<file path="src/design/cvita_pkg.sv">
//////////////////////////////////////////////////
// CVITA definitions
// Header field positions and the enums shared by
// the port bridge blocks
//////////////////////////////////////////////////

package cvita_pkg;

  // Packet word width
  localparam int CVITA_W = 64;

  // Header field positions
  localparam int HDR_TYPE_MSB     = 63;
  localparam int HDR_HAS_TIME_BIT = 61;
  localparam int HDR_EOB_BIT      = 60;
  localparam int HDR_SEQ_LSB      = 48;
  localparam int HDR_SEQ_W        = 12;
  localparam int HDR_LEN_LSB      = 32;
  localparam int HDR_LEN_W        = 16;
  localparam int HDR_SRC_LSB      = 16;
  localparam int HDR_DST_LSB      = 0;
  localparam int HDR_SID_W        = 16;

  typedef enum logic [1:0] {
    PKT_DATA = 2'd0,
    PKT_FLOW = 2'd1,
    PKT_CMD  = 2'd2,
    PKT_RESP = 2'd3
  } pkt_type_e;

  // Bit 1 selects the raw-packet output, bit 0 the sample output
  typedef enum logic [1:0] {
    ROUTE_NONE   = 2'd0,
    ROUTE_SAMPLE = 2'd1,
    ROUTE_CVITA  = 2'd2,
    ROUTE_BOTH   = 2'd3
  } route_e;

  typedef enum logic [1:0] {
    FR_FILL,
    FR_HDR,
    FR_BODY
  } framer_state_e;

endpackage
</file>
<file path="src/design/cvita_port_bridge.sv">
//////////////////////////////////////////////////
// CVITA port bridge
// One block port exposed as raw-packet and sample
// streams on both the sink and the source side
//////////////////////////////////////////////////

`timescale 1ns/1ps

module cvita_port_bridge
  import cvita_pkg::*;
#(
  parameter int MTU_LOG2       = 5,
  parameter int REWRITE_SEQNUM = 1
) (
  input  logic                 ce_clk,
  input  logic                 i_rst,
  input  logic                 i_clear,
  input  logic [HDR_SID_W-1:0] i_src_sid,
  input  logic [HDR_SID_W-1:0] i_dst_sid,
  // Sink in
  input  logic [CVITA_W-1:0]   i_sink_data,
  input  logic                 i_sink_last,
  input  logic                 i_sink_valid,
  output logic                 o_sink_ready,
  // Raw-packet out
  output logic [CVITA_W-1:0]   o_cvita_data,
  output logic                 o_cvita_last,
  output logic                 o_cvita_valid,
  input  logic                 i_cvita_ready,
  // Sample out
  output logic [CVITA_W-1:0]   o_samp_data,
  output logic                 o_samp_last,
  output logic                 o_samp_valid,
  input  logic                 i_samp_ready,
  // Sample in
  input  logic [CVITA_W-1:0]   i_samp_data,
  input  logic                 i_samp_last,
  input  logic                 i_samp_valid,
  output logic                 o_samp_ready_in,
  // Raw-packet in
  input  logic [CVITA_W-1:0]   i_cvita_in_data,
  input  logic                 i_cvita_in_last,
  input  logic                 i_cvita_in_valid,
  output logic                 o_cvita_in_ready,
  // Source out
  output logic [CVITA_W-1:0]   o_src_data,
  output logic                 o_src_last,
  output logic                 o_src_valid,
  input  logic                 i_src_ready
);

  logic [CVITA_W-1:0] fr_data;
  logic               fr_last;
  logic               fr_valid;
  logic               fr_ready;
  logic [CVITA_W-1:0] arb_data;
  logic               arb_last;
  logic               arb_valid;
  logic               arb_ready;

  //////////////////////////////////////////////////
  // Sink side
  //////////////////////////////////////////////////

  sink_demux sink_demux_i (
    .ce_clk        (ce_clk),
    .i_rst         (i_rst),
    .i_clear       (i_clear),
    .i_data        (i_sink_data),
    .i_last        (i_sink_last),
    .i_valid       (i_sink_valid),
    .o_ready       (o_sink_ready),
    .o_cvita_data  (o_cvita_data),
    .o_cvita_last  (o_cvita_last),
    .o_cvita_valid (o_cvita_valid),
    .i_cvita_ready (i_cvita_ready),
    .o_samp_data   (o_samp_data),
    .o_samp_last   (o_samp_last),
    .o_samp_valid  (o_samp_valid),
    .i_samp_ready  (i_samp_ready)
  );

  //////////////////////////////////////////////////
  // Source side
  //////////////////////////////////////////////////

  sample_framer #(
    .MTU_LOG2 (MTU_LOG2)
  ) sample_framer_i (
    .ce_clk       (ce_clk),
    .i_rst        (i_rst),
    .i_clear      (i_clear),
    .i_samp_data  (i_samp_data),
    .i_samp_last  (i_samp_last),
    .i_samp_valid (i_samp_valid),
    .o_samp_ready (o_samp_ready_in),
    .i_src_sid    (i_src_sid),
    .i_dst_sid    (i_dst_sid),
    .o_data       (fr_data),
    .o_last       (fr_last),
    .o_valid      (fr_valid),
    .i_ready      (fr_ready)
  );

  source_arbiter source_arbiter_i (
    .ce_clk     (ce_clk),
    .i_rst      (i_rst),
    .i_clear    (i_clear),
    .i_fr_data  (fr_data),
    .i_fr_last  (fr_last),
    .i_fr_valid (fr_valid),
    .o_fr_ready (fr_ready),
    .i_cv_data  (i_cvita_in_data),
    .i_cv_last  (i_cvita_in_last),
    .i_cv_valid (i_cvita_in_valid),
    .o_cv_ready (o_cvita_in_ready),
    .o_data     (arb_data),
    .o_last     (arb_last),
    .o_valid    (arb_valid),
    .i_ready    (arb_ready)
  );

  seqnum_rewriter #(
    .REWRITE_SEQNUM (REWRITE_SEQNUM)
  ) seqnum_rewriter_i (
    .ce_clk  (ce_clk),
    .i_rst   (i_rst),
    .i_clear (i_clear),
    .i_data  (arb_data),
    .i_last  (arb_last),
    .i_valid (arb_valid),
    .o_ready (arb_ready),
    .o_data  (o_src_data),
    .o_last  (o_src_last),
    .o_valid (o_src_valid),
    .i_ready (i_src_ready)
  );

endmodule

</file>
<file path="src/design/seqnum_rewriter.sv">
//////////////////////////////////////////////////
// Sequence number rewriter
// Overwrites the header sequence number of each
// outgoing packet with a running packet count
//////////////////////////////////////////////////

`timescale 1ns/1ps

module seqnum_rewriter
  import cvita_pkg::*;
#(
  parameter int REWRITE_SEQNUM = 1
) (
  input  logic               ce_clk,
  input  logic               i_rst,
  input  logic               i_clear,
  // Merged source stream
  input  logic [CVITA_W-1:0] i_data,
  input  logic               i_last,
  input  logic               i_valid,
  output logic               o_ready,
  // Port output
  output logic [CVITA_W-1:0] o_data,
  output logic               o_last,
  output logic               o_valid,
  input  logic               i_ready
);

  logic                 first;
  logic [HDR_SEQ_W-1:0] seq_cnt;
  logic                 xfer;

  assign xfer    = i_valid && i_ready;
  assign o_ready = i_ready;
  assign o_valid = i_valid;
  assign o_last  = i_last;

  // First word after a last is always a header
  always_ff @(posedge ce_clk) begin
    if (i_rst || i_clear) begin
      first   <= 1'b1;
      seq_cnt <= '0;
    end else if (xfer) begin
      first <= i_last;
      if (i_last) begin
        seq_cnt <= seq_cnt + 1'b1;
      end
    end
  end

  always_comb begin
    o_data = i_data;
    if ((REWRITE_SEQNUM != 0) && first) begin
      o_data[HDR_SEQ_LSB +: HDR_SEQ_W] = seq_cnt;
    end
  end

endmodule

</file>
<file path="src/design/source_arbiter.sv">
//////////////////////////////////////////////////
// Source arbiter
// Round-robin mux of the framer and raw-packet
// streams, locked to whole packets
//////////////////////////////////////////////////

`timescale 1ns/1ps

module source_arbiter
  import cvita_pkg::*;
(
  input  logic               ce_clk,
  input  logic               i_rst,
  input  logic               i_clear,
  // Framer stream
  input  logic [CVITA_W-1:0] i_fr_data,
  input  logic               i_fr_last,
  input  logic               i_fr_valid,
  output logic               o_fr_ready,
  // User raw-packet stream
  input  logic [CVITA_W-1:0] i_cv_data,
  input  logic               i_cv_last,
  input  logic               i_cv_valid,
  output logic               o_cv_ready,
  // Merged stream
  output logic [CVITA_W-1:0] o_data,
  output logic               o_last,
  output logic               o_valid,
  input  logic               i_ready
);

  // Grant of 1 selects the raw-packet stream
  logic busy;
  logic grant;
  logic last_served;
  logic pick_cv;
  logic sel;

  // Framer wins a tie unless it was served last
  assign pick_cv = i_cv_valid && (!i_fr_valid || !last_served);
  assign sel     = busy ? grant : pick_cv;

  assign o_data  = sel ? i_cv_data  : i_fr_data;
  assign o_last  = sel ? i_cv_last  : i_fr_last;
  assign o_valid = sel ? i_cv_valid : i_fr_valid;

  assign o_fr_ready = !sel && i_ready;
  assign o_cv_ready = sel && i_ready;

  always_ff @(posedge ce_clk) begin
    if (i_rst || i_clear) begin
      busy        <= 1'b0;
      grant       <= 1'b0;
      last_served <= 1'b1;
    end else if (o_valid) begin
      if (i_ready && o_last) begin
        busy        <= 1'b0;
        last_served <= sel;
      end else begin
        // Hold the choice once a word is on offer
        busy  <= 1'b1;
        grant <= sel;
      end
    end
  end

endmodule

</file>
<file path="src/design/sample_framer.sv">
//////////////////////////////////////////////////
// Sample framer
// Buffers user sample words into one packet and sends
// it behind a generated CVITA data header
//////////////////////////////////////////////////

`timescale 1ns/1ps

module sample_framer
  import cvita_pkg::*;
#(
  parameter int MTU_LOG2 = 5
) (
  input  logic                 ce_clk,
  input  logic                 i_rst,
  input  logic                 i_clear,
  // User sample stream
  input  logic [CVITA_W-1:0]   i_samp_data,
  input  logic                 i_samp_last,
  input  logic                 i_samp_valid,
  output logic                 o_samp_ready,
  // Stream IDs placed in the header
  input  logic [HDR_SID_W-1:0] i_src_sid,
  input  logic [HDR_SID_W-1:0] i_dst_sid,
  // Framed packet stream
  output logic [CVITA_W-1:0]   o_data,
  output logic                 o_last,
  output logic                 o_valid,
  input  logic                 i_ready
);

  localparam int DEPTH = 2 ** MTU_LOG2;
  localparam logic [MTU_LOG2:0] LAST_IDX = (MTU_LOG2 + 1)'(DEPTH - 1);

  logic [CVITA_W-1:0]   mem [DEPTH];
  logic [MTU_LOG2:0]    wr_cnt;
  logic [MTU_LOG2-1:0]  rd_ptr;
  framer_state_e        state;
  logic                 wr_en;
  logic                 rd_xfer;
  logic                 body_last;
  logic [HDR_LEN_W-1:0] hdr_len;
  logic [CVITA_W-1:0]   hdr;

  assign o_samp_ready = (state == FR_FILL);
  assign wr_en        = i_samp_valid && o_samp_ready;
  assign rd_xfer      = o_valid && i_ready;
  assign body_last    = ({1'b0, rd_ptr} == (wr_cnt - 1'b1));

  // Sample buffer write port
  always_ff @(posedge ce_clk) begin
    if (wr_en) begin
      mem[wr_cnt[MTU_LOG2-1:0]] <= i_samp_data;
    end
  end

  //////////////////////////////////////////////////
  // Header build
  //////////////////////////////////////////////////

  // Length in bytes counts the header word too
  assign hdr_len = HDR_LEN_W'(wr_cnt + 1'b1) << 3;

  always_comb begin
    hdr = '0;
    hdr[HDR_TYPE_MSB -: 2]           = PKT_DATA;
    hdr[HDR_HAS_TIME_BIT]            = 1'b0;
    hdr[HDR_EOB_BIT]                 = 1'b0;
    hdr[HDR_SEQ_LSB +: HDR_SEQ_W]    = '0;
    hdr[HDR_LEN_LSB +: HDR_LEN_W]    = hdr_len;
    hdr[HDR_SRC_LSB +: HDR_SID_W]    = i_src_sid;
    hdr[HDR_DST_LSB +: HDR_SID_W]    = i_dst_sid;
  end

  assign o_valid = (state != FR_FILL);
  assign o_data  = (state == FR_HDR) ? hdr : mem[rd_ptr];
  assign o_last  = (state == FR_BODY) && body_last;

  //////////////////////////////////////////////////
  // Control FSM
  //////////////////////////////////////////////////

  always_ff @(posedge ce_clk) begin
    if (i_rst || i_clear) begin
      state  <= FR_FILL;
      wr_cnt <= '0;
      rd_ptr <= '0;
    end else begin
      case (state)
        FR_FILL: begin
          if (wr_en) begin
            wr_cnt <= wr_cnt + 1'b1;
            // Close early when the buffer fills up
            if (i_samp_last || (wr_cnt == LAST_IDX)) begin
              state <= FR_HDR;
            end
          end
        end
        FR_HDR: begin
          if (rd_xfer) begin
            rd_ptr <= '0;
            state  <= FR_BODY;
          end
        end
        FR_BODY: begin
          if (rd_xfer) begin
            rd_ptr <= rd_ptr + 1'b1;
            if (body_last) begin
              wr_cnt <= '0;
              state  <= FR_FILL;
            end
          end
        end
        default: state <= FR_FILL;
      endcase
    end
  end

endmodule

</file>
<file path="src/design/sink_demux.sv">
//////////////////////////////////////////////////
// Sink demux
// Routes each incoming CVITA packet to the raw-packet
// consumer, the sample consumer or both, using the
// consumer readies seen when the packet appears
//////////////////////////////////////////////////

`timescale 1ns/1ps

module sink_demux
  import cvita_pkg::*;
(
  input  logic               ce_clk,
  input  logic               i_rst,
  input  logic               i_clear,
  // Incoming packet stream
  input  logic [CVITA_W-1:0] i_data,
  input  logic               i_last,
  input  logic               i_valid,
  output logic               o_ready,
  // Raw-packet consumer
  output logic [CVITA_W-1:0] o_cvita_data,
  output logic               o_cvita_last,
  output logic               o_cvita_valid,
  input  logic               i_cvita_ready,
  // Sample consumer, payload only
  output logic [CVITA_W-1:0] o_samp_data,
  output logic               o_samp_last,
  output logic               o_samp_valid,
  input  logic               i_samp_ready
);

  route_e route;
  logic   hdr_phase;
  logic   routed;
  logic   to_cv;
  logic   to_sp;
  logic   sink_xfer;

  //////////////////////////////////////////////////
  // Route selection
  //////////////////////////////////////////////////

  assign routed = (route != ROUTE_NONE);

  // Header only ever goes to the raw-packet side
  assign to_cv = (route == ROUTE_CVITA) || (route == ROUTE_BOTH);
  assign to_sp = ((route == ROUTE_SAMPLE) || (route == ROUTE_BOTH)) && !hdr_phase;

  always_ff @(posedge ce_clk) begin
    if (i_rst || i_clear) begin
      route     <= ROUTE_NONE;
      hdr_phase <= 1'b1;
    end else if (!routed) begin
      // Latch the destination from whoever is ready right now
      if (i_valid && (i_cvita_ready || i_samp_ready)) begin
        route     <= route_e'({i_cvita_ready, i_samp_ready});
        hdr_phase <= 1'b1;
      end
    end else if (sink_xfer) begin
      hdr_phase <= 1'b0;
      if (i_last) begin
        route     <= ROUTE_NONE;
        hdr_phase <= 1'b1;
      end
    end
  end

  //////////////////////////////////////////////////
  // Forwarding
  //////////////////////////////////////////////////

  // When both are selected each side waits for the other, so a word
  // moves to both consumers in the same cycle
  assign o_cvita_valid = i_valid && to_cv && (!to_sp || i_samp_ready);
  assign o_samp_valid  = i_valid && to_sp && (!to_cv || i_cvita_ready);

  // A header on a sample-only route is accepted and dropped
  assign o_ready = routed && (!to_cv || i_cvita_ready) && (!to_sp || i_samp_ready);

  assign sink_xfer = i_valid && o_ready;

  assign o_cvita_data = i_data;
  assign o_cvita_last = i_last;
  assign o_samp_data  = i_data;
  assign o_samp_last  = i_last;

endmodule

</file>
<file path="config.mk">
export PLATFORM = sky130hd
export DESIGN_NAME = cvita_port_bridge
export DESIGN_NICKNAME = d
export VERILOG_FILES = /design/src/design/cvita_pkg.sv /design/src/design/cvita_port_bridge.sv /design/src/design/seqnum_rewriter.sv /design/src/design/source_arbiter.sv /design/src/design/sample_framer.sv /design/src/design/sink_demux.sv
export SDC_FILE = /design/constraint.sdc
export NUM_CORES = 2
export LEC_CHECK = 0
export BUFFER_PORTS_ARGS = -buffer_cell sky130_fd_sc_hd__buf_2
export CAP_MARGIN = 20
export CELL_PAD_IN_SITES_DETAIL_PLACEMENT = 1
export CELL_PAD_IN_SITES_GLOBAL_PLACEMENT = 1
export CORE_ASPECT_RATIO = 1.2
export CORE_MARGIN = 2
export CORE_UTILIZATION = 54
export CTS_CLUSTER_SIZE = 20
export DETAILED_ROUTE_END_ITERATION = 12
export PLACE_DENSITY = 0.84
export SLEW_MARGIN = 40
export SYNTH_ARGS = -nofsm -noshare
export SYNTH_HDL_FRONTEND = slang
export SYNTH_SLANG_ARGS = --single-unit
</file>
<file path="constraint.sdc">
create_clock -name ce_clk -period 5.7 [get_ports ce_clk]
set_input_delay 0.57 -clock ce_clk [delete_from_list [all_inputs] [get_ports ce_clk]]
set_output_delay 0.57 -clock ce_clk [all_outputs]
set_load 0.02 [all_outputs]
</file>
Word level (Yosys, flattened, before mapping)

Memories as Yosys holds them, arrays and structs flattened. A register that Yosys moved wholly into a read port is not among the register bits.
Cells that the tools add are included.
Widths: inputs -> output; s select.

$mul: 0
$add $sub $neg: 5
Shift operators: 0
Eq/ne operators: 14
Bitwise operators: 1
Reductions and logical operators: 45
Mux-type cells: 32
Divide/modulo/power cells: 0
$lt $le $gt $ge: 0

Operators with widths:

| cell                  | count |
|---|---|
| $mux 64               | 2 |
| $mux 5                | 4 |
| $mux 2                | 9 |
| $mux 6                | 3 |
| $logic_and 1x1->1     | 17 |
| $add 12x1->12 const B | 1 |
| $mux 12               | 1 |
| $pmux 6 s2            | 1 |
| $mux 1                | 10 |
| $pmux 5 s2            | 1 |
| $reduce_bool 2->1     | 5 |
| $logic_or 1x1->1      | 8 |
| $ne 2x2->1 const B    | 4 |
| $reduce_and 2->1      | 4 |
| $add 6x1->7 const B   | 1 |
| $add 6x1->6 const B   | 1 |
| $eq 2x2->1 const B    | 3 |
| $eq 5x6->1            | 1 |
| $eq 6x5->1 const B    | 1 |
| $logic_not 1->1       | 6 |
| $ne 2x1->1 const B    | 3 |
| $pmux 2 s3            | 1 |
| $reduce_and 3->1      | 2 |
| $sub 6x1->6 const B   | 1 |
| 6 further kinds       | 7 |

Latch bits: 0
Bits in writable memories: 2,048
Memory bits (read-only): 0
Memories kept: 1
Register bits after elaboration: 32

Memory list:

| memory              | depth | bits a word | read ports | clocked after memory_dff | write ports | line                | text |
|---|---|---|---|---|---|---|---|
| sample_framer_i.mem | 32    | 64          | 1          | 1                        | 1           | sample_framer.sv:35 | `logic [CVITA_W-1:0] mem [DEPTH];` |

Logic depth before layout (Yosys ltp)

Depth in word-level cells: 12
Mapped depth: 10
Gate-level depth less buffers: 8

Modules after synthesis

A second synthesis with hierarchy kept.

Cells, all modules: 3,751
Area, all modules: 82,145.0 µm²

By module, submodules not included:

| module          | times used | cells each | seq. area each (µm²) | area an instance (µm²) |
|---|---|---|---|---|
| sample_framer   | 1          | 3,366      | 61,859.3             | 78,794.3 |
| sink_demux      | 1          | 150        | 60.1                 | 1,194.9 |
| seqnum_rewriter | 1          | 138        | 260.2                | 1,174.9 |
| source_arbiter  | 1          | 97         | 60.1                 | 980.9 |

Worst setup path after synthesis

Ideal clock, no wire load.

Path kind: reg2reg
Start point: register sample_framer_i.state[0]
End point: memory sample_framer_i.mem[15][0], enable pin
Cell stages (with the launch flop): 7
Arrival: 4.237 ns
Library setup time: 0.488 ns
Slack: 0.975 ns
Clock period less this slack: 4.725 ns
Cells stage by stage: dfxtp_1 buf_2 nor2_1 and2_1 clkbuf_1 nand2_1 nor2_1

Word-level cells in the longest chain between the ends: 4

RTL lines:

| what                         | line                    | text |
|---|---|---|
| from (decl)                  | sample_framer.sv:38     | `framer_state_e state;` |
| from (signal assigned)       | sample_framer.sv:85     | `state <= FR_FILL;` |
| from (signal assigned)       | sample_framer.sv:95     | `state <= FR_HDR;` |
| from (signal assigned)       | sample_framer.sv:102    | `state <= FR_BODY;` |
| $logic_not 2->1              | sample_framer.sv:45     | `assign o_samp_ready = (state == FR_FILL);` |
| net o_samp_ready_in          | cvita_port_bridge.sv:39 | `output logic o_samp_ready_in,` |
| $logic_and 1x1->1            | sample_framer.sv:46     | `assign wr_en = i_samp_valid && o_samp_ready;` |
| $mux 1                       | sample_framer.sv:52     | `if (wr_en) begin` |
| $mux 1 (implied by the code) | sample_framer.sv:53     | `mem[wr_cnt[MTU_LOG2-1:0]] <= i_samp_data;` |
| to (decl)                    | sample_framer.sv:35     |  |

The timed path passes the listed nets, and every way through them passes these cells.

==> results_dict.tcl <==
set metrics [dict create \
    row_count 156 \
    postSynthAreaPerCell_um2 22.42 \
    setup_ws_ns 0.7732 \
    r2r-end "sample_framer_i.mem[9][8]$_DFFE_PP_" \
    initial_core_util_pct 54.22 \
    synth_cell_type_count 62 \
    cts_tree "yes" \
    synth-compound-area-share_pct 1.851 \
    power_density_mw_per_mm2 333.3 \
    end_kind "primary output" \
    post_cts.repair.setup_buffers 0 \
    synth_area_mm2 0.08138 \
    synthMuxAreaShare_pct 17.26 \
    cts_root_buffer "clkbuf_16" \
    tns_ns 0 \
    fin_crit_sh_pct 86.44 \
    finClkSkew_ns 0.03603 \
    via_per_inst 7.227 \
    grt_pass1_vias 44580 \
    syn_inst 3630 \
    gp_congestion 0.7825 \
    netlist.area_leader.share_pct 75.57 \
    timing.rr.start "sample_framer_i.state[1]$_SDFFE_PP0P_" \
    clock_latency_ns 0.87 \
    relSlewSlack_pct 34.76 \
    synth-simple-area-share_pct 1.782 \
    num_vias 43480 \
    coreArea_mm2 0.1501 \
    min_path_type "primary input to flop" \
    ant_nets 0 \
    ir_drop_mv 0.2924 \
    setup_viol 0 \
    cts.sinks 2085 \
    nets 4108 \
    hpwlAfterDp_um 129700 \
    overflow 0 \
    rsz0062_at_grt "no" \
    required_ns 5.13 \
    antenna_found_initial 43 \
    drc_errors 0 \
    ys_top_cells_by_area "edfxtp_1 76%, mux4_2 17%, buf_4 1.4%, dfxtp_1 0.91%, nand2_1 0.61%" \
    grt_max_degree 97 \
    hold_viol_final 0 \
    grt_first_pass_wirelength_um 359800 \
    port_buffers 244 \
    syn2layout_area_growth_pct 12.11 \
    wirelength_um 260400 \
    drt-pass1-iter-count 7 \
    htreeDepth 4 \
    die_w_um 358.4 \
    power.leakage_nw 28.02 \
    async_flop_share_pct 0 \
    drt_iter0_markers 7099 \
    pre_cts_ws_ns 1.629 \
    layout_min_cycle_time_ns 4.927 \
    clk_pin_slew_ns 0.07 \
    crit_path_start_kind "flop" \
    max_cap_violations 0 \
    wl_per_cell_um 43.28 \
    crit_type "flop to primary output" \
    dieArea_mm2 0.1538 \
    yosysSeqAreaShare_pct 76.48 \
    synth_area_leader_cell "edfxtp_1" \
    yosys_warnings 0 \
    synth_adder_area_share_pct 0.09225 \
    io_pins 437 \
    synthXorXnorAreaFrac_pct 0.1399 \
    die_height_um 429.3 \
    path_cells "buf_12 -> buf_4 -> mux4_2 -> mux4_2 -> a222oi_1 -> inv_1 -> buf_2" \
    ys.flop_type "edfxtp_1" \
    drive_gt1_share_pct 32.42 \
    synth_seq_cells 2085 \
    crit_end "o_src_data[44]" \
    multiInputGateArea_mm2 0.01750 \
    cpPeakStageDelay_ns 0.57 \
    critical-path-slowest-cell "mux4_2" \
    cp.arrival_ns 4.36 \
    cp_common_cell "mux4_2" \
    rrSetupSlack_ns 1.90 \
    synth_top_family_by_area "multiplexers" \
    reg2reg_depth 6 \
    grtUsageTotal_pct 34.23 \
    tightest_slew_ns 0.9684 \
    final-seq-area_mm2 0.06225 \
    maxSlewViolCount 0 \
    status "finished clean" \
    critical_path.max_fanout 84 \
    fmax_ghz 0.2030 \
    synth_edf_count 2048 \
    cts_inserted_buffers 186 \
    cts_buffer_depth 3 \
    syn_nets 3872 \
    fill_cells 12160 \
]
## timing repair
item                       in CTS  in global routing
setup endpoints to repair       0                  0
hold endpoints to repair        1                  0
hold buffers                    1                  0
gates resized for setup         0                  0
## registers in the layout, summed over array words and instances (netlist names), named ones only
signal,count
sink_demux_i.hdr_phase,1
source_arbiter_i.grant,1
seqnum_rewriter_i.first,1
sample_framer_i.rd_ptr,5
source_arbiter_i.busy,1
source_arbiter_i.last_served,1
sample_framer_i.state,2
sink_demux_i.route,2
sample_framer_i.mem,2048
seqnum_rewriter_i.seq_cnt,12
sample_framer_i.wr_cnt,6
## power by group
part	total (mW)	internal [mW]	switching, mW
Clock	12.7	6.79	5.91
Sequential	16.9	16.9	0.0242
Combinational	0.821	0.216	0.604
## layout by cell type (no fill, tap or decap), types with 6 or more instances in the layout
master      instances
buf_2             245
nor2b_1            13
a211oi_1           14
edfxtp_1         2048
or3_1               8
clkinv_2           38
and3_1              6
inv_1              17
nand2_1           130
a22oi_1            25
nand3_1            51
xor2_1              6
clkinvlp_4          6
buf_8               7
diode_2            16
bufinv_16          14
buf_6               6
nor2_4             32
ha_1                6
xnor2_1             7
clkinv_1           52
o21ai_0            33
nand2b_1            9
o22ai_1            13
clkbuf_1           33
buf_16             13
nor2_1             36
o211ai_1           13
buf_4              68
nand4_1             7
a222oi_1           12
a32oi_1            15
a31oi_1             8
dfxtp_1            31
a21oi_1            42
mux2i_1            32
mux4_2            607
clkbuf_16         191
buf_12             32
## kinds of logic (layout without fill, tap and decap cells)
group,after synthesis,count (layout)
buf+inv,343,738
flops,2085,2085
compound gates,218,218
mux,644,644
simple gates,321,321
xor+xnor,13,13
other cells,0,16
fa+ha+maj,6,6
## critical path, delay by kind of cell (launching register included)
family | cells | cell delay, ns
buf+inv | 4 | 1.25
mux | 2 | 1.06
compound gates | 1 | 0.49
flops | 1 | 0.46
## worst min path at each step
stage / startpoint / end / cells past startpoint
floorplan: seqnum_rewriter_i.seq_cnt[11]$_SDFFE_PP0P_ / seqnum_rewriter_i.seq_cnt[11]$_SDFFE_PP0P_ / 2
global placement: seqnum_rewriter_i.seq_cnt[11]$_SDFFE_PP0P_ / seqnum_rewriter_i.seq_cnt[11]$_SDFFE_PP0P_ / 2
detailed placement: seqnum_rewriter_i.seq_cnt[11]$_SDFFE_PP0P_ / seqnum_rewriter_i.seq_cnt[11]$_SDFFE_PP0P_ / 2
CTS: i_cvita_ready / sink_demux_i.route[1]$_SDFFE_PP0P_ / 3
global route: i_cvita_ready / sink_demux_i.route[1]$_SDFFE_PP0P_ / 3
finish: i_cvita_ready / sink_demux_i.route[1]$_SDFFE_PP0P_ / 3
## Yosys cell counts, types with 4 or more instances
master and count:
o21ai_0 34, mux2i_1 35, edfxtp_1 2048, buf_2 71
nor2b_1 15, clkbuf_1 82, a31oi_1 8, and2_1 6
nand4_1 7, o22ai_1 13, a222oi_1 12, a21oi_1 42
nand3b_1 4, nand2b_1 11, o21a_1 6, o2111ai_1 4
a211oi_1 14, nor3_1 4, ha_1 6, buf_4 147
and3_1 6, a32oi_1 15, o211ai_1 13, xor2_1 6
mux4_2 607, a22oi_1 25, or3_1 8, nand3_1 51
buf_1 22, inv_1 17, nor2_1 70, nand2_1 133
xnor2_1 7, dfxtp_1 37, o221ai_1 5
## through the flow
| step | utilization [%] | instances | hold slack, ns | cell area [um2] | power (mW) |
|---|---|---|---|---|---|
| global route | 60.77 | 6010 | 0.07199 | 91220 | 30.92 |
| finish | 60.78 | 6016 | 0.02628 | 91240 | 30.41 |
| detailed placement | 56.71 | 5647 | 0.4841 | 85120 | 18.00 |
| global placement | 56.38 | 5627 | 0.4747 | 84630 | 17.94 |
| CTS | 60.67 | 5995 | 0.005748 | 91070 | 30.43 |
| floorplan | - | 3630 | 0.4467 | 81380 | 17.63 |
## cell type report
type                       instances  share of cell area, %
antenna                           16                0.04388
clock buffer                     224                  5.362
clock inverter                   123                  1.153
inverter                          18                0.08777
multi-input combinational       1202                  19.18
sequential                      2085                  68.24
tap                             1975                  2.709
timing repair buffer             373                  3.226
## per-layer routing
metal	wire, um	track usage (%)	share of wire, %
met2	125700	53.54	48
met4	18650	21.59	7.2
met3	31660	8.863	12
met1	84070	42.88	32
met5	288	0	0.11
Power figures use the tool's default switching activity.
